--- config.mk ---
export PLATFORM = sky130hd
export DESIGN_NAME = btb_update_decode
export DESIGN_NICKNAME = d
export VERILOG_FILES = /design/src/source/btb_pkg.sv /design/src/source/btb_update_decode.sv
export SDC_FILE = /design/constraint.sdc
export NUM_CORES = 1
export LEC_CHECK = 0
export BUFFER_PORTS_ARGS = -buffer_cell sky130_fd_sc_hd__buf_4
export CORE_MARGIN = 3
export CORE_UTILIZATION = 27
export DETAILED_ROUTE_END_ITERATION = 8
export GPL_ROUTABILITY_DRIVEN = 0
export GPL_TIMING_DRIVEN = 0
export PLACE_DENSITY = 0.83
export REMOVE_ABC_BUFFERS = 1
export SKIP_LAST_GASP = 1
export SYNTH_ARGS = -nofsm -noshare
export SYNTH_HDL_FRONTEND = slang
export SYNTH_SLANG_ARGS = --single-unit
--- constraint.sdc ---
create_clock -name vclk -period 1
set_clock_uncertainty 0.05 [all_clocks]
set_input_delay 0 -clock vclk [all_inputs]
set_output_delay 0 -clock vclk [all_outputs]
set_load 0.02 [all_outputs]
--- src/source/btb_pkg.sv ---
package btb_pkg;

    // instruction pointer geometry
    localparam int EIP_WIDTH   = 32;
    localparam int INDEX_WIDTH = 6;                        // eip[5:0] picks the entry
    localparam int TAG_WIDTH   = EIP_WIDTH - INDEX_WIDTH;  // eip[31:6]

    // direct mapped, so one entry per index value
    localparam int BTB_ENTRIES = 1 << INDEX_WIDTH;

    // fetch lines are 16 bytes wide
    localparam int FIP_OFFSET_BITS = 4;
    localparam int FIP_LINE_WIDTH  = EIP_WIDTH - FIP_OFFSET_BITS;

    // eip, branch target and the stored fetch addresses
    typedef logic [EIP_WIDTH-1:0] eip_t;

    // entry index taken from the low eip bits
    typedef logic [INDEX_WIDTH-1:0] index_t;

    // tag kept in each entry
    typedef logic [TAG_WIDTH-1:0] tag_t;

    // fetch line address handed back to fetch
    typedef logic [FIP_LINE_WIDTH-1:0] fip_line_t;

    // one bit per entry, used for load enables and match bits
    typedef logic [BTB_ENTRIES-1:0] entry_mask_t;

endpackage

--- src/source/btb_update_decode.sv ---
`timescale 1ns/1ps

// write side address decode
// the retiring branch eip is cut into an index and a tag. the index turns
// into a one-hot load vector, gated by the write-back valid strobe, so no
// more than one entry is written in any cycle

module btb_update_decode import btb_pkg::*; (
    input  logic        update_valid,  // branch retiring this cycle
    input  eip_t        eip_wb,        // eip of the branch instruction
    output entry_mask_t load,          // per entry load enable
    output tag_t        tag_write      // tag broadcast to every entry
);

    index_t index_write;

    // low bits select the line
    assign index_write = eip_wb[INDEX_WIDTH-1:0];

    // remaining upper bits form the tag
    assign tag_write = eip_wb[EIP_WIDTH-1:INDEX_WIDTH];

    // index to one-hot, each bit qualified by the strobe
    always_comb begin
        for (int i = 0; i < BTB_ENTRIES; i++) begin
            load[i] = update_valid && (index_write == index_t'(i));
        end
    end

endmodule

# [Word-level counts from Yosys, hierarchy flattened]
# Cells that the tools add are included.
[op_classes] n_shift=0 bitwise_logic=0 n_reduce_logical=65 n_mul=0 n_eq_ne=63 muxes=0 order_cmp=0 n_div=0 add_sub_neg=0
[ops] operator="$eq 6x6->1 const B" count=32
[ops] operator="$eq 6x5->1 const B" count=16
[ops] operator="$logic_and 1x1->1" count=64
[ops] operator="$eq 6x4->1 const B" count=8
[ops] operator="$eq 6x3->1 const B" count=4
[ops] operator="$eq 6x2->1 const B" count=2
[ops] operator="$eq 6x1->1 const B" count=1
[ops] operator="$logic_not 6->1" count=1
[word_totals] ram_bits=0 input_bits=33 register_bits=0 out_inout_bits=90 mem_bits_ro=0 wordCells=128 memories=0 latchBits=0

# [Longest topological paths before layout]
# Gate-level depths: netlist (run 1).
[depth] depth_word=2 depth_mapped=4 depth_no_buf=2

# [Least setup slack after synthesis (run 1)]
# Ideal clock, no wire load.
[synth_timing] path_type="input-to-output" start="input eip_wb[4]" end="output load[0]" setup_slack_ns=-0.045 t_required_ns=0.950 arrival_ns=0.995 path_buffers=2 path_stages=4 path_cell_list="or3b_1 clkbuf_1 buf_2 nor2_1"
[synth_via] elab_chain_cells=2
[synth_lines] item="start: declaration" line="btb_update_decode.sv:10" text="input eip_t eip_wb,"
[synth_lines] item="$logic_not 6->1" line="btb_update_decode.sv:26" text="load[i] = update_valid && (index_write == index_t'(i));"
[synth_lines] item="$logic_and 1x1->1" line="btb_update_decode.sv:26"
[synth_lines] item="end: declaration" line="btb_update_decode.sv:11" text="output entry_mask_t load,"
# No other way between the ends.

# [Worst setup path in the final report (run 1)]
[layout_timing] start="input eip_wb[2]" end="output load[16]"
[layout_via] elab_chain_cells=2
[layout_lines] item="$eq 6x5->1" line="btb_update_decode.sv:26"
[layout_lines] item="$logic_and 1x1->1" line="btb_update_decode.sv:26"
# No other way between the ends.

==> results.md, run 1 <==
* Peak VDD IR at 0.0002538 V
* Detailed-route DRC error count at 0
* Final slew viol count at 0
* Commonest cells in the netlist: 64 x nor2_1, 26 x buf_4, 7 x clkbuf_1, 6 x nand4bb_1, 4 x nand4b_1
* Post-Layout Inst Area at 1534 um2
* Initial Util at 29.19%
* Crit path max-delay cell type: or4_4
* PD cells at about 290 nW/um2
* CP Data Arrival Time at about 1 ns
* DP Wirelength at approximately 2400 um
* Cell Area, Synth at 664.4 um2
* Core area at 2276 um2
* Critical path fanouts, max at 8
* Top Ports at 123
* HP Class: in -> out
* Slew headroom at about two thirds
* Post-route setup slack at -0.03615 ns
* Syn Inst Count at 119
* Hold depth at 4
* DIE HEIGHT at about 56 um
* Avg WL per Cell at 18.23 um
* Pre-CTS setup slack at -0.1785 ns
* Outcome: finished, violations left
* Area Overhead vs Synth at 130.9%
* Vias per cell at 4.810
* WHS at 0.3329 ns
* Via Count at between 1,000 and 1,500
* Share of the synthesized area in the top cell type at 36.16%
* Die Area at 3092 um2
* Worst EP required at ~0.95 ns
* Share of cells above drive strength 1 at 54.40%
* HP Start: eip_wb[1]
* Routed Antenna Nets at 0
* Clock buffers at 0
* Main area contributors after synthesis: nor2_1 36%, buf_4 29%, nand4bb_1 10%
* First-pass GRT wire length at about 5800 um
* Row count at 17
* Total wire length at 4028 um
* Largest net degree at the start of global routing at 17
* DP Area at approximately 1000 um2
* Synthesis warning total at 0
* Top-count cell post-synth: nor2_1
* Static leakage at 0.0006745 uW
* Drt first-iter violations at 36
* Leading area contributor after synthesis: nor2_1
* Buf/Inv on CP at 2
* Yosys cell types at 13
* CP Launch Type: input pin
* Worst-path cell chain: buf_12 -> or4_4 -> nor2_1 -> buf_4
* Fmax at 965.1 MHz
* Total congestion overflow at 0
* WHS Endpoint: load[56]
* Fin crit period at 1.036 ns
* PortBufs at between 70 and 80
* Max incr delay on CP at 0.57 ns
* Crit Path Category: in -> out
* RSZ-0062 raised after global routing: yes
* Failing checks: setup timing
* Vias in the first global route at 962
* Post-synthesis sequential area ratio at 0%
* Sequential cell area at 0 um2
* Final setup fails at 7
* Antenna violations before repair at 0
* Fin crit share at 103.6%
* ANT cells at 0
* Total track usage at between 20 and 25%
* Synthesized area per cell at 5.583 um2
* Final #Nets at 228
* First drt pass iteration count at 4
* Die Wd at 55.61 um
* Final hold violation count at 0
* Seq cells at 0
* Family with the most delay on the worst path: simple AND/OR/NAND/NOR gates
* Final core utilization at 67.40%
* CP Capture Type: output pin
* Max-Cap Viols at 0
* Worst-margin pin slew at 0.4768 ns
cell type report:
cell class | count | area [um2]
multi-input combinational | 84 | 514.2
timing repair buffer | 109 | 984.7
tap | 28 | 35.03
fill | 181 | 742.0
worst max-delay path by stage:
stage / depth (start not counted) / endpoint / from
final: 4 / load[16] / eip_wb[2]
after global routing: 4 / load[16] / eip_wb[2]
after CTS: 4 / load[2] / eip_wb[0]
after detailed placement: 4 / load[2] / eip_wb[4]
after global placement: 4 / load[10] / eip_wb[4]
after floorplan: 2 / load[0] / eip_wb[4]
placed cells by master (no fill, tap or decap), drive strengths merged:
cell | netlist | layout
dlygate4sd3 | 0 | 26
or3b | 1 | 1
nor2 | 64 | 64
nand4bb | 6 | 6
or4 | 1 | 1
nand3b | 2 | 2
or4b | 4 | 4
nand4b | 4 | 4
nand3 | 1 | 1
clkbuf | 7 | 1
nand4 | 1 | 1
buf | 28 | 82
report_power, final:
group	switching, uW	internal [uW]
registers	0	0
logic	241	198
clock network	0	0
total	241	198
cell families (layout without fill, tap and decap cells):
logic type | Yosys count | count (layout) | share of synthesized area (%)
simple gates | 84 | 84 | 65.16
buf+inv | 35 | 109 | 34.84
per-stage QoR:
step	std cells	power, uW	TNS (ns)
2_1_floorplan	84	84.69	0
3_3_place_gp	183	175.1	-5.348
3_5_place_dp	183	177.1	-6.466
4_1_cts	214	376.9	-0.01557
5_1_grt	221	455.7	-0.8889
6_report	221	438.5	-0.1127
repair_timing:
item	4_1_cts	5_1_grt
cloned	0	1
endpoints found under the hold margin	26	0
resized for setup	15	31
pin swaps	12	5
setup buffers	5	6
hold buffers	26	0
endpoints found under the setup margin	64	24
metal layers:
| metal | vias to the layer above | part of all wire [%] | global-route usage, % |
|---|---|---|---|
| li1 | 511 | - | - |
| met1 | 488 | 42 | 30.51 |
| met2 | 60 | 49 | 39.53 |
| met3 | 4 | 7.9 | 3.944 |
| met4 | 0 | 1.1 | 2.431 |
| met5 | - | 0 | 0 |
Note: power is estimated with default switching activity, not from simulation.
==> run 2: changes to the inputs <==
BUFFER_PORTS_ARGS = not set   (was -buffer_cell sky130_fd_sc_hd__buf_4)
CORE_AREA = 3 3 46 48   (was not set)
CORE_MARGIN = not set   (was 3)
CORE_UTILIZATION = not set   (was 27)
DIE_AREA = 0 0 49 51   (was not set)
DONT_BUFFER_PORTS = 1   (was not set)
PLACE_DENSITY = not set   (was 0.83)
RECOVER_POWER = 50   (was not set)
==> run 2 against run 1 <==
  * The flow still finishes with violations (setup timing)
  * Critical path depth fell by 2
  * Worst setup slack improved by 0.0018 ns
  * Critical endpoint is now load[50]
  * Final cell count fell by 37%
  * Flip-flop and latch count did not move
  * Total power fell by 32%
  * Wire length fell by 12%
  * Via count fell by 19%
  * First-iteration DRC count fell by 17%
  * Utilization fell by 20 points
  * Maximum frequency rose by 0.18%
==> results.md, run 2 (synthesized netlist as in run 1, its figures left out) <==
* Outcome: finished, violations left
* Failing checks: setup timing
* Post-route setup slack at -0.03434 ns (+0.001811 ns)
* PD cells at 360.1 nW/um2 (+26%)
* Antenna violations before repair at 1 (+1)
* Non-filler cells, final at 139 (-37%)
* Final #Nets at 148 (-35%)
* Peak VDD IR at 0.0001473 V (-42%)
* Die Area at 2499 um2 (-19%)
* Filler Cells Inserted at 195 (+7.7%)
* Row count at 15 (-2)
* Largest net degree at the start of global routing at 17 (unchanged)
* Area Overhead vs Synth at 24.86%
* DP Wirelength at 2537 um (+6.7%)
* Critical path fanouts, max at 16 (+8)
* Sequential cell area at 0 um2 (unchanged)
* Slew headroom at 71.23% (+3.1 points)
* Vias per cell at 6.158 (+28%)
* CP Data Arrival Time at 0.98 ns (about the same)
* Crit. Startpoint: eip_wb[0]
* Crit Path Category: in -> out
* Avg WL per Cell at 25.58 um (+40%)
* Top Ports at 123 (unchanged)
* Most common cell after layout, fill and taps aside: nor2_1
* First-pass GRT wire length at 4802 um (-17%)
* Fmax at 966.8 MHz (+0.18%)
* Family with the most delay on the worst path: simple AND/OR/NAND/NOR gates
* HP Class: in -> out
* PortBufs at 0 (-100%)
* Worst-margin pin slew at 0.4316 ns (-0.04524 ns)
* Total track usage at 26.08% (+3.2 points)
* Vias in the first global route at 694 (-28%)
* Core area at 1745 um2 (-23%)
* Crit path max-delay cell type: or4b_1
* Placed cells at 109 (-40%)
* Final setup fails at 1 (-6)
* DIE HEIGHT at 51 um (-8.3%)
* Share of cells above drive strength 1 at 33.63% (-21 points)
* Worst EP required at 0.95 ns (about the same)
* Pre-CTS setup slack at -0.1234 ns (+0.05510 ns)
* Die Wd at 49 um (-12%)
* CP Launch Type: input pin
* Multi-input gate area at 518.0 um2 (+0.73%)
* Max-Cap Viols at 0 (unchanged)
* Drt first-iter violations at 30 (-17%)
* Via Count at 856 (-19%)
* Static leakage at 0.0002076 uW (-69%)
* Worst-path cell chain: or4b_1 -> nor2_1
* Overall power at 298.7 uW (-32%)
* First drt pass iteration count at 4 (unchanged)
* Most frequent cells in the layout: 33 x nor2_1, 31 x nor2_2, 26 x dlygate4sd3_1
* RSZ-0062 raised after global routing: yes
* Final hold violation count at 0 (unchanged)
* Fin crit share at 103.4% (-0.18 points)
* Buf/Inv on CP at 0 (-2)
* Fin crit period at 1.034 ns (-0.001811 ns)
* Clock buffers at 0 (unchanged)
* Total wire length at 3555 um (-12%)
* Initial Util at 38.06% (+8.9 points)
* Max incr delay on CP at 0.62 ns (+0.05 ns)
* HP Start: eip_wb[2]
* Total congestion overflow at 0 (unchanged)
* Final slew viol count at 0 (unchanged)
* CP Capture Type: output pin
* Routed Antenna Nets at 0 (unchanged)
* Detailed-route DRC error count at 0 (unchanged)
* Seq cells at 0 (unchanged)
## run 2: cell count changes in the layout (fill, tap and decap cells not counted), moves of 4 or more
cell / change
buf_12: -4
buf_4: -68
buf_6: -9
nor2_1: -16
nor2_2: +21
nor2_4: -5
## run 2: final cells by class
type               instances  share of cell area [%]
diodes                     1                  0.3017
multi-input cells         84                   62.44
well taps                 25                   3.771
repair buffers            29                   33.48
## run 2: worst paths after layout
kind | endpoint | slack (ns) | depth (start not counted)
hold / removal | load[48] | 0.14 | 2
setup / recovery | load[50] | -0.03 | 2
## run 2: metal layers
metal	vias to the layer above	part of all wire [%]	wire (um)	GRT usage [%]
li1	354	-	-	-
met1	421	34	1198	28.65
met2	71	53	1899	47.96
met3	10	9.3	329	6.706
met4	0	3.6	127	9.953
met5	-	0	0	0
## run 2: power by group
part / switching (uW) / total [uW] / internal (uW)
registers: 0 / 0 / 0
logic: 191 / 299 / 108
clock network: 0 / 0.000134 / 0.000134
total: 191 / 299 / 108
## run 2: through the flow
| stage | utilization, % | cell area (um2) | hold WS (ns) | TNS (ns) |
|---|---|---|---|---|
| 5_1_grt | 47.53 | 829.5 | 0.1545 | -0.09365 |
| 4_1_cts | 47.96 | 837.1 | 0.1326 | -0.4114 |
| 3_3_place_gp | 26.60 | 464.2 | -0.04986 | -2.710 |
| 3_5_place_dp | 26.60 | 464.2 | -0.04986 | -5.119 |
| 2_1_floorplan | - | 432.9 | -0.05000 | 0 |
| 6_report | 47.53 | 829.5 | 0.1445 | -0.03434 |
## run 2: what timing repair did
item	in CTS	in global routing
buffers inserted	3	0
hold buffers	26	0
setup endpoints to repair	64	19
cloned	0	0
resized for setup	32	11
endpoints found under the hold margin	26	0
