--- src/source/btb_pkg.sv ---
package btb_pkg;

    // instruction pointer geometry
    localparam int EIP_WIDTH   = 32;
    localparam int INDEX_WIDTH = 6;                        // eip[5:0] picks the entry
    localparam int TAG_WIDTH   = EIP_WIDTH - INDEX_WIDTH;  // eip[31:6]

    // direct mapped, so one entry per index value
    localparam int BTB_ENTRIES = 1 << INDEX_WIDTH;

    // fetch lines are 16 bytes wide
    localparam int FIP_OFFSET_BITS = 4;
    localparam int FIP_LINE_WIDTH  = EIP_WIDTH - FIP_OFFSET_BITS;

    // eip, branch target and the stored fetch addresses
    typedef logic [EIP_WIDTH-1:0] eip_t;

    // entry index taken from the low eip bits
    typedef logic [INDEX_WIDTH-1:0] index_t;

    // tag kept in each entry
    typedef logic [TAG_WIDTH-1:0] tag_t;

    // fetch line address handed back to fetch
    typedef logic [FIP_LINE_WIDTH-1:0] fip_line_t;

    // one bit per entry, used for load enables and match bits
    typedef logic [BTB_ENTRIES-1:0] entry_mask_t;

endpackage

--- src/source/btb_entry.sv ---
`timescale 1ns/1ps

// a single buffer line
// holds the valid bit, the tag, the predicted target and both fetch
// addresses of the branch, and compares its own tag against the lookup tag

module btb_entry import btb_pkg::*; (
    input  logic clk,
    input  logic reset,
    input  logic load,          // write this entry at the next edge
    input  tag_t tag_write,
    input  eip_t target_write,
    input  eip_t fip_e_write,   // even fetch line address, full width
    input  eip_t fip_o_write,   // odd fetch line address, full width
    input  tag_t tag_lookup,    // broadcast from the fetch eip
    output logic match,
    output eip_t target,
    output eip_t fip_e,
    output eip_t fip_o
);

    logic valid;
    tag_t tag;

    always_ff @(posedge clk) begin
        if (reset) begin
            valid  <= 1'b0;
            tag    <= '0;
            target <= '0;
            fip_e  <= '0;
            fip_o  <= '0;
        end else if (load) begin
            valid  <= 1'b1;          // stays set until the next reset
            tag    <= tag_write;
            target <= target_write;
            fip_e  <= fip_e_write;
            fip_o  <= fip_o_write;
        end
    end

    // a hit on this line needs a written entry and the same tag
    assign match = valid && (tag == tag_lookup);

endmodule

--- config.mk ---
export PLATFORM = sky130hd
export DESIGN_NAME = btb_entry
export DESIGN_NICKNAME = d
export VERILOG_FILES = /design/src/source/btb_pkg.sv /design/src/source/btb_entry.sv
export SDC_FILE = /design/constraint.sdc
export NUM_CORES = 1
export LEC_CHECK = 0
export BUFFER_PORTS_ARGS = -buffer_cell sky130_fd_sc_hd__buf_2
export CAP_MARGIN = 20
export CORE_UTILIZATION = 39
export DETAILED_ROUTE_END_ITERATION = 10
export HOLD_SLACK_MARGIN = 0.03
export MAX_ROUTING_LAYER = met4
export PLACE_DENSITY = 0.71
export SETUP_SLACK_MARGIN = 0.15
export SLEW_MARGIN = 20
export SYNTH_ARGS = -nofsm -noshare
export SYNTH_HDL_FRONTEND = slang
export SYNTH_SLANG_ARGS = --single-unit
export TNS_END_PERCENT = 100
--- constraint.sdc ---
create_clock -name clk -period 2.4 [get_ports clk]
set_input_delay 0.12 -clock clk [delete_from_list [all_inputs] [get_ports clk]]
set_output_delay 0.12 -clock clk [all_outputs]
set_load 0.005 [all_outputs]
* Word level (Yosys, flattened, before mapping)
Cells that the tools add are included.
Storage, ports and cells: output and inout port bits 97, logic and storage cells 7, bits of input ports 151, register bits 123
Cells by class: eq/ne operators 1, reductions and logical operators 1
Operators with widths (number):
- $eq A26 B26 Y1 | 1
- $logic_and A1 B1 Y1 | 1

* Logic depth before layout (Yosys ltp)
Gate-level depths: netlist of run 1.
depth after elaboration 2, mapped depth 5, gate-level depth less buffers 4

* Least setup slack after synthesis of run 1
Ideal clock, no wire load.
path kind reg2out, start register tag[15], end output match, arrival 1350 ps, path buffers 0, setup slack 930 ps, data required time 2280 ps, stages on the path, launching flop included 5, path through dfxtp_1 xnor2_1 nand4_1 or4_1 nor4_2
Between the ends: word-level cells in the longest chain between the ends 2
Ends and longest elaborated chain:
- start: declaration | RTL line btb_entry.sv:23 | tag_t tag;
- start signal: assignment | RTL line btb_entry.sv:34 | tag <= tag_write;
- $eq A26 B26 Y1 | RTL line btb_entry.sv:42 | assign match = valid && (tag == tag_lookup);
- $logic_and A1 B1 Y1 | RTL line btb_entry.sv:42
- end: declaration | RTL line btb_entry.sv:16 | output logic match,
No other way between the ends.

* Worst setup path after layout of run 1
start register tag[24], end output match
Same word-level chain as after synthesis.

==> results of run 1 <==
-- worst paths after layout --
check / end / slack (ns) / depth (start not counted)
hold reg to reg: valid / 0.47 / 2
setup / recovery: match / 0.28 / 5
hold / removal: tag[2] / 0.18 / 2
setup reg to reg: target[16] / 1.67 / 2
-- report_power, final --
group	internal, mW	leakage, nW	switching [mW]
logic	0.438	2.62	0.301
registers	2.17	1.02	0.0692
clock network	1.45	0.276	0.851
-- stage by stage --
step	utilization (%)	std cells	hold slack (ns)	cell area [µm²]	setup WS, ns
after global placement	51.94	798	0.3529	5931	0.7212
after detailed placement	51.94	798	0.3601	5931	0.6855
final	67.32	951	0.1783	7687	0.2767
after global routing	67.32	951	0.1916	7687	0.1533
after CTS	67.32	951	0.1726	7687	0.2392
after floorplan	-	432	0.2672	4561	0.9301
-- placed cells by master (no fill, tap or decap) --
cell and n:
buf_2 245, nor2_1 124, dfxtp_1 123, mux2i_1 122
dlygate4sd3_1 122, xnor2_1 26, clkbuf_16 17, clkinv_2 9
nand4_1 6, buf_12 3, clkbuf_8 2, clkbuf_1 2
buf_4 2, or4_1 1, nand3_1 1, nor4_2 1
bufinv_16 1, buf_6 1
-- kinds of logic (layout without fill, tap and decap cells) --
kind of cell	Yosys count	after routing	synth area share, %
buffers and inverters	28	404	2.661
XOR/XNOR	26	26	4.993
flip-flops	123	123	53.99
multiplexers	122	122	26.78
AND/OR/NAND/NOR	133	133	11.58
-- layout make-up --
| cell class | count | area (µm²) | share of cell area [%] |
|---|---|---|---|
| Timing Repair Buffer | 373 | 2534 | 32.96 |
| Clock inverter | 10 | 75.07 | 0.9766 |
| Multi-Input combinational cell | 281 | 1977 | 25.72 |
| Sequential cell | 123 | 2462 | 32.03 |
| Clock buffer | 21 | 460.4 | 5.990 |
| Tap cell | 143 | 178.9 | 2.327 |
-- flip-flops by register name (all words and copies together), names as in the netlist --
| name | count |
|---|---|
| fip_e | 32 |
| fip_o | 32 |
| valid | 1 |
| tag | 26 |
| target | 32 |
-- routing by layer --
layer | GRT usage (%) | wire (µm) | vias to the layer above
li1 | - | - | 2166
met2 | 41.92 | 7398 | 160
met4 | 12.41 | 396 | 0
met5 | - | 0 | -
met3 | 5.350 | 748 | 29
met1 | 22.72 | 5385 | 1983
-- what timing repair did --
item | in CTS | in global routing
setup endpoints to repair | 0 | 1
buffers inserted | 0 | 0
endpoints found under the hold margin | 122 | 0
hold buffers | 122 | 0
-- synthesized netlist by cell type, drive strengths merged --
master	count	share of area [%]
buf	17	1.8
clkbuf	11	0.91
dfxtp	123	54
mux2i	122	27
nand3	1	0.11
nand4	6	0.82
nor2	124	10
nor4	1	0.27
or4	1	0.16
xnor2	26	5.0
==> impl_metrics.env, run 1 <==
export IMPL_die_width_um=110.1
export IMPL_fmax_mhz=471.0
export IMPL_synthCells=432
export IMPL_diodes=0
export IMPL_setup_tns_ns=0
export IMPL_crit_start="tag[24]"
export IMPL_cap_violations=0
export IMPL_portBuffers=247
export IMPL_clk_insertion_delay_late_ns=0.40
export IMPL_p_total_mw=5.280
export IMPL_drt_iter0_markers=169
export IMPL_first_pass_iters=4
export IMPL_min_period_over_period_pct=88.47
export IMPL_worst_setup_path_end_kind="output port"
export IMPL_holdCritStartpoint="reset"
export IMPL_area_growth_pct=68.56
export IMPL_netlist_area_um2=4561
export IMPL_dieHeight_um=110.1
export IMPL_drc_errors=0
export IMPL_ir_drop_mv=0.4377
export IMPL_syn_num_nets=583
export IMPL_hold_path_class="in -> reg"
export IMPL_track_usage_pct=23.04
export IMPL_rows=39
export IMPL_cp_arrival_ns=2.00
export IMPL_period_minus_slack_ns=2.123
export IMPL_outcome="completed"
export IMPL_filler_cell_count=831
export IMPL_slew_headroom_pct=62.07
export IMPL_grt_overflow=0
export IMPL_crit_chain="xnor2_1 > nand4_1 > or4_1 > nor4_2 > buf_2"
export IMPL_grt_max_degree=72
export IMPL_crit_family="simple AND/OR/NAND/NOR gates"
export IMPL_rsz0062_at_grt="no"
export IMPL_cts_clk_slew_worst_paths_ns=0.05
export IMPL_worst_pin_slew_ns=0.5689
export IMPL_cts_tree="yes"
export IMPL_cts_repair_resized=0
export IMPL_max_stage_delay_ns=0.56
export IMPL_grt_pass1_vias=4447
export IMPL_yosysSeqAreaShare_pct=53.99
export IMPL_cts_num_sinks=123
export IMPL_coreArea_um2=11420
export IMPL_synth_cell_type_count=11
export IMPL_critPathKind="reg -> out"
export IMPL_required_ns=2.28
export IMPL_nets=947
export IMPL_cts_buffer_depth=2
export IMPL_io_pins=248
export IMPL_hold_violations=0
export IMPL_crit_slowest_cell="or4_1"
export IMPL_cts_buffers=17
export IMPL_synth_seq_cells=123
export IMPL_grt_pass1_wl_um=20400
export IMPL_fin_worst_skew_ns=0
export IMPL_vias_per_cell=4.562
export IMPL_drive_above_1_share_pct=34.78
export IMPL_initial_utilization_pct=39.94
export IMPL_ant_nets=0
export IMPL_path_max_fanout=2
export IMPL_wl_per_cell_um=14.65
export IMPL_synth_avg_cell_area_um2=10.56
export IMPL_cts_root_buf="clkbuf_16"
export IMPL_setup_viol=0
export IMPL_r2r_start="target[16]"
export IMPL_yosysWarningCount=0
export IMPL_worst_setup_path_start_kind="flop"
export IMPL_wirelength_um=13930
export IMPL_power_density_nw_per_um2=686.8
export IMPL_gp_congestion=0.7786
export IMPL_vias=4338
export IMPL_place_hpwl_um=8064
export IMPL_p_leak_nw=3.912
export IMPL_htree_levels=4
export IMPL_drv_slew=0
export IMPL_critical_path_buf_inv_count=1
export IMPL_antenna_found_initial=0
export IMPL_dieArea_um2=12130
Power figures use the tool's default switching activity.
==> inputs of run 2 (changes only) <==
- CAP_MARGIN: 20 -> not set
- CELL_PAD_IN_SITES_DETAIL_PLACEMENT: not set -> 2
- CELL_PAD_IN_SITES_GLOBAL_PLACEMENT: not set -> 2
- CORE_UTILIZATION: 39 -> 27
- HOLD_SLACK_MARGIN: 0.03 -> 0.15
- PLACE_DENSITY: 0.71 -> not set
- PLACE_DENSITY_LB_ADDON: not set -> 0.1
==> impl_metrics.env, run 2 (same netlist as run 1, synthesis figures left out) <==
export IMPL_worst_pin_slew_ns=0.4651
export IMPL_dieArea_um2=17410
export IMPL_wl_per_cell_um=18.04
export IMPL_top_regs="fip_e: 32 flops, fip_o: 32 flops, target: 32 flops"
export IMPL_regArea_um2=2462
export IMPL_fmax_mhz=466.3
export IMPL_p_sw_share_pct=23.15
export IMPL_cp_arrival_ns=2.02
export IMPL_filler_cell_count=1724
export IMPL_critPathCapture="match"
export IMPL_rsz0062_at_grt="no"
export IMPL_cts_root_buf="clkbuf_16"
export IMPL_track_usage_pct=23.15
export IMPL_grt_pass1_vias=5563
export IMPL_io_pins=248
export IMPL_nets=976
export IMPL_cts_clk_slew_worst_paths_ns=0.06
export IMPL_crit_start="tag[10]"
export IMPL_area_growth_pct=79.09
export IMPL_fin_worst_skew_ns=0
export IMPL_r2r_start="fip_e[31]"
export IMPL_period_minus_slack_ns=2.144
export IMPL_power_density_nw_per_um2=712.9
export IMPL_setup_tns_ns=0
export IMPL_wirelength_um=19060
export IMPL_cts_num_sinks=123
export IMPL_hold_violations=0
export IMPL_multi_input_area_um2=1981
export IMPL_place_inst=876
export IMPL_ant_nets=0
export IMPL_p_int_mw=4.475
export IMPL_cts_buffers=17
export IMPL_drv_slew=0
export IMPL_drt_iter0_markers=92
export IMPL_clk_insertion_delay_late_ns=0.41
export IMPL_placed_cell_area_um2=6035
export IMPL_antenna_found_initial=1
export IMPL_instances_no_fill=1057
export IMPL_worst_setup_path_end_kind="output port"
export IMPL_coreArea_um2=16520
export IMPL_cap_violations=0
export IMPL_vias_per_cell=4.411
export IMPL_drc_errors=0
export IMPL_slew_headroom_pct=68.99
export IMPL_min_period_over_period_pct=89.35
export IMPL_grt_max_degree=61
export IMPL_htree_levels=4
export IMPL_seqPwrFrac_pct=38.5
export IMPL_vias=4662
export IMPL_setup_viol=0
export IMPL_dieHeight_um=132.0
export IMPL_die_width_um=132.0
export IMPL_cts_tree="yes"
export IMPL_grt_pass1_wl_um=29700
export IMPL_drive_above_1_share_pct=33.73
export IMPL_p_switching_mw=1.348
export IMPL_place_hpwl_um=10650
export IMPL_design_area_um2=8168
export IMPL_first_pass_iters=6
export IMPL_r2r_cells=3
export IMPL_ir_drop_mv=0.4908
export IMPL_portBuffers=247
export IMPL_critPathKind="reg -> out"
export IMPL_required_ns=2.28
export IMPL_cts_setup_buffers=0
export IMPL_power_combinational_fraction_pct=14.0
export IMPL_hold_path_class="in -> reg"
export IMPL_worst_setup_path_start_kind="flop"
export IMPL_grt_overflow=0
export IMPL_p_clk_share_pct=47.5
export IMPL_r2r_slack_ns=1.10
export IMPL_final_common_cell="buf_2"
export IMPL_initial_utilization_pct=27.60
export IMPL_outcome="completed"
export IMPL_r2r_end="fip_e[31]"
export IMPL_rows=47
export IMPL_p_leak_nw=4.117
export IMPL_cts_buffer_depth=2
export IMPL_gp_congestion=0.7354
export IMPL_final_cell_mix="buf_2 (245), dlygate4sd3_1 (150), nor2_1 (124)"
export IMPL_path_max_fanout=2
## run 2: final cells by class
class / instances / area share (%)
flip-flops and latches: 123 / 30.15
clock inverters: 7 / 1.685
clock buffers: 23 / 5.974
repair buffers: 402 / 34.54
diodes: 1 / 0.03064
multi-input cells: 281 / 24.25
well taps: 220 / 3.370
## run 2: power groups by stage
| stage | logic (mW) | registers (mW) | clock network, mW |
|---|---|---|---|
| after detailed placement | 0.591 | 2.28 | 0 |
| after global routing | 0.883 | 2.25 | 2.93 |
| after global placement | 0.568 | 2.27 | 0 |
| final | 0.814 | 2.24 | 2.77 |
| after CTS | 0.793 | 2.24 | 2.82 |
| after floorplan | 0.288 | 2.28 | 0 |
## run 2: worst min-delay path by stage
stage	from	depth (start not counted)	slack (ns)	end
after floorplan	fip_e_write[31]	2	0.27	fip_e[31]
after global placement	target_write[16]	3	0.35	target[16]
after detailed placement	fip_e_write[18]	3	0.36	fip_e[18]
after CTS	load	3	0.19	fip_o[4]
after global routing	load	3	0.22	tag[0]
final	load	3	0.23	fip_o[7]
## run 2: metrics by stage
stage	util (%)	setup slack [ns]	hold slack, ns	power, mW
2_1_floorplan	-	0.9301	0.2672	2.565
3_3_place_gp	36.52	0.7078	0.3534	2.835
3_5_place_dp	36.52	0.6663	0.3624	2.866
4_1_cts	49.39	0.2050	0.1890	5.845
5_1_grt	49.43	0.1503	0.2246	6.067
6_report	49.43	0.2555	0.2271	5.823
## run 2: what timing repair did
action,CTS,global route
hold buffers,150,0
hold endpoints to repair,122,0
endpoints found under the setup margin,0,1
resized for setup,0,1
## run 2: layer usage
| layer | wire, µm | track usage [%] | vias up |
|---|---|---|---|
| li1 | - | - | 2223 |
| met1 | 7102 | 22.45 | 2262 |
| met2 | 10810 | 44.50 | 152 |
| met3 | 842 | 5.229 | 25 |
| met4 | 310 | 8.204 | 0 |
| met5 | 0 | - | - |
## run 2: critical path, stage by stage, from the launching register on
cell and delay, ns:
dfxtp_1 0.33, xnor2_1 0.20, nand4_1 0.16, or4_4 0.51, nor4_2 0.26, buf_2 0.15
==> inputs of run 3 (changes only) <==
- CELL_PAD_IN_SITES_DETAIL_PLACEMENT: 2 -> not set
- CELL_PAD_IN_SITES_GLOBAL_PLACEMENT: 2 -> not set
- CORE_UTILIZATION: 27 -> 39
- MAX_ROUTING_LAYER: met4 -> not set
- PLACE_DENSITY: not set -> 0.71
- PLACE_DENSITY_LB_ADDON: 0.1 -> not set
==> impl_metrics.env, run 3 (same netlist as run 1, synthesis figures left out) <==
export IMPL_worst_pin_slew_ns=0.5712
export IMPL_grt_max_degree=72
export IMPL_maxUsedRoutingLayer="met4"
export IMPL_cts_buffers=17
export IMPL_ir_drop_mv=0.4374
export IMPL_final_core_util_pct=67.32
export IMPL_dieHeight_um=110.1
export IMPL_antenna_found_initial=0
export IMPL_fmax_mhz=470.6
export IMPL_drive_above_1_share_pct=34.78
export IMPL_vias=4364
export IMPL_critPathKind="reg -> out"
export IMPL_cap_violations=0
export IMPL_cts_clk_slew_worst_paths_ns=0.05
export IMPL_worst_setup_path_end_kind="output port"
export IMPL_dr_wl_met3_um=748
export IMPL_grt_pass1_wl_um=20400
export IMPL_design_area_um2=7687
export IMPL_rows=39
export IMPL_period_minus_slack_ns=2.125
export IMPL_dr_wl_met2_um=7446
export IMPL_crit_slowest_cell="or4_1"
export IMPL_fin_ws_ns=0.2752
export IMPL_gp_congestion=0.7683
export IMPL_rsz0062_at_grt="no"
export IMPL_drv_slew=0
export IMPL_crit_chain="xnor2_1 > nand4_1 > or4_1 > nor4_2 > buf_2"
export IMPL_nets=947
export IMPL_slew_headroom_pct=61.92
export IMPL_track_usage_pct=22.37
export IMPL_wirelength_um=13940
export IMPL_p_leak_nw=3.912
export IMPL_htree_levels=4
export IMPL_place_hpwl_um=8064
export IMPL_min_period_over_period_pct=88.53
export IMPL_path_max_fanout=2
export IMPL_required_ns=2.28
export IMPL_diodes=0
export IMPL_setup_tns_ns=0
export IMPL_io_pins=248
export IMPL_holdWs_ns=0.1770
export IMPL_fin_worst_skew_ns=0
export IMPL_cts_tree="yes"
export IMPL_ant_nets=0
export IMPL_area_growth_pct=68.56
export IMPL_setup_viol=0
export IMPL_worst_setup_path_start_kind="flop"
export IMPL_coreArea_um2=11420
export IMPL_critical_path_buf_inv_count=1
export IMPL_max_stage_delay_ns=0.56
export IMPL_first_pass_iters=4
export IMPL_hold_path_class="in -> reg"
export IMPL_dieArea_um2=12130
export IMPL_top_regs="fip_e: 32 flops, fip_o: 32 flops, target: 32 flops"
export IMPL_cp_arrival_ns=2.00
export IMPL_place_ws_ns=0.6855
export IMPL_final_common_cell="buf_2"
export IMPL_outcome="completed"
export IMPL_cts_buffer_depth=2
export IMPL_cts_num_sinks=123
export IMPL_final_cell_mix="buf_2 (245), nor2_1 (124), dfxtp_1 (123)"
export IMPL_drt_iter0_markers=164
export IMPL_initial_utilization_pct=39.94
export IMPL_clk_insertion_delay_late_ns=0.40
export IMPL_grt_overflow=0
export IMPL_cts_root_buf="clkbuf_16"
export IMPL_met1Wirelength_um=5350
export IMPL_grt_pass1_vias=4449
export IMPL_cts_setup_buffers=0
export IMPL_crit_family="simple AND/OR/NAND/NOR gates"
export IMPL_power_density_nw_per_um2=686.2
export IMPL_placed_cell_area_um2=5931
export IMPL_die_width_um=110.1
export IMPL_hold_violations=0
export IMPL_portBuffers=247
export IMPL_wl_per_cell_um=14.66
export IMPL_drc_errors=0
export IMPL_vias_per_cell=4.589
-- run 3: cell count changes in the layout (fill, tap and decap cells not counted) --
cell	previous run	this run
clkinvlp_4	1	0
bufinv_16	4	1
buf_4	3	2
or4_1	0	1
clkinv_2	2	9
dlygate4sd3_1	150	122
or4_4	1	0
clkbuf_8	4	2
diode_2	1	0
-- run 3: layer usage --
layer / global-route usage (%) / vias to the layer above
li1: - / 2166
met4: 12.31 / 0
met1: 22.28 / 2009
met2: 42.10 / 160
met5: 0 / -
met3: 5.761 / 29
-- run 3: final cells by class --
class	instances	area, µm²
tap	143	178.9
fill	831	3731
timing repair buffer	373	2534
multi-input combinational	281	1977
clock buffer	21	460.4
sequential	123	2462
clock inverter	10	75.07
-- run 3: what timing repair did --
action,4_1_cts,5_1_grt
hold buffers,122,0
hold endpoints to repair,122,0
gates resized for setup,0,0
setup endpoints to repair,0,1
-- run 3: worst paths after layout --
check / from / endpoint / slack [ns] / depth (start not counted)
hold reg to reg: valid / valid / 0.47 / 2
hold / removal: reset / tag[2] / 0.18 / 2
setup reg to reg: target[16] / target[16] / 1.68 / 2
setup / recovery: tag[24] / match / 0.28 / 5
-- run 3: report_power, final --
part / switching [mW] / internal (mW) / leakage (nW) / total, mW
clock: 0.847 / 1.45 / 0.276 / 2.30
combinational: 0.301 / 0.438 / 2.62 / 0.739
sequential: 0.0692 / 2.17 / 1.02 / 2.24
-- run 3: per-stage QoR --
stage	power, mW	std cells
after floorplan	2.565	432
after global placement	2.822	798
after detailed placement	2.839	798
after CTS	5.309	951
after global routing	5.493	951
final	5.275	951
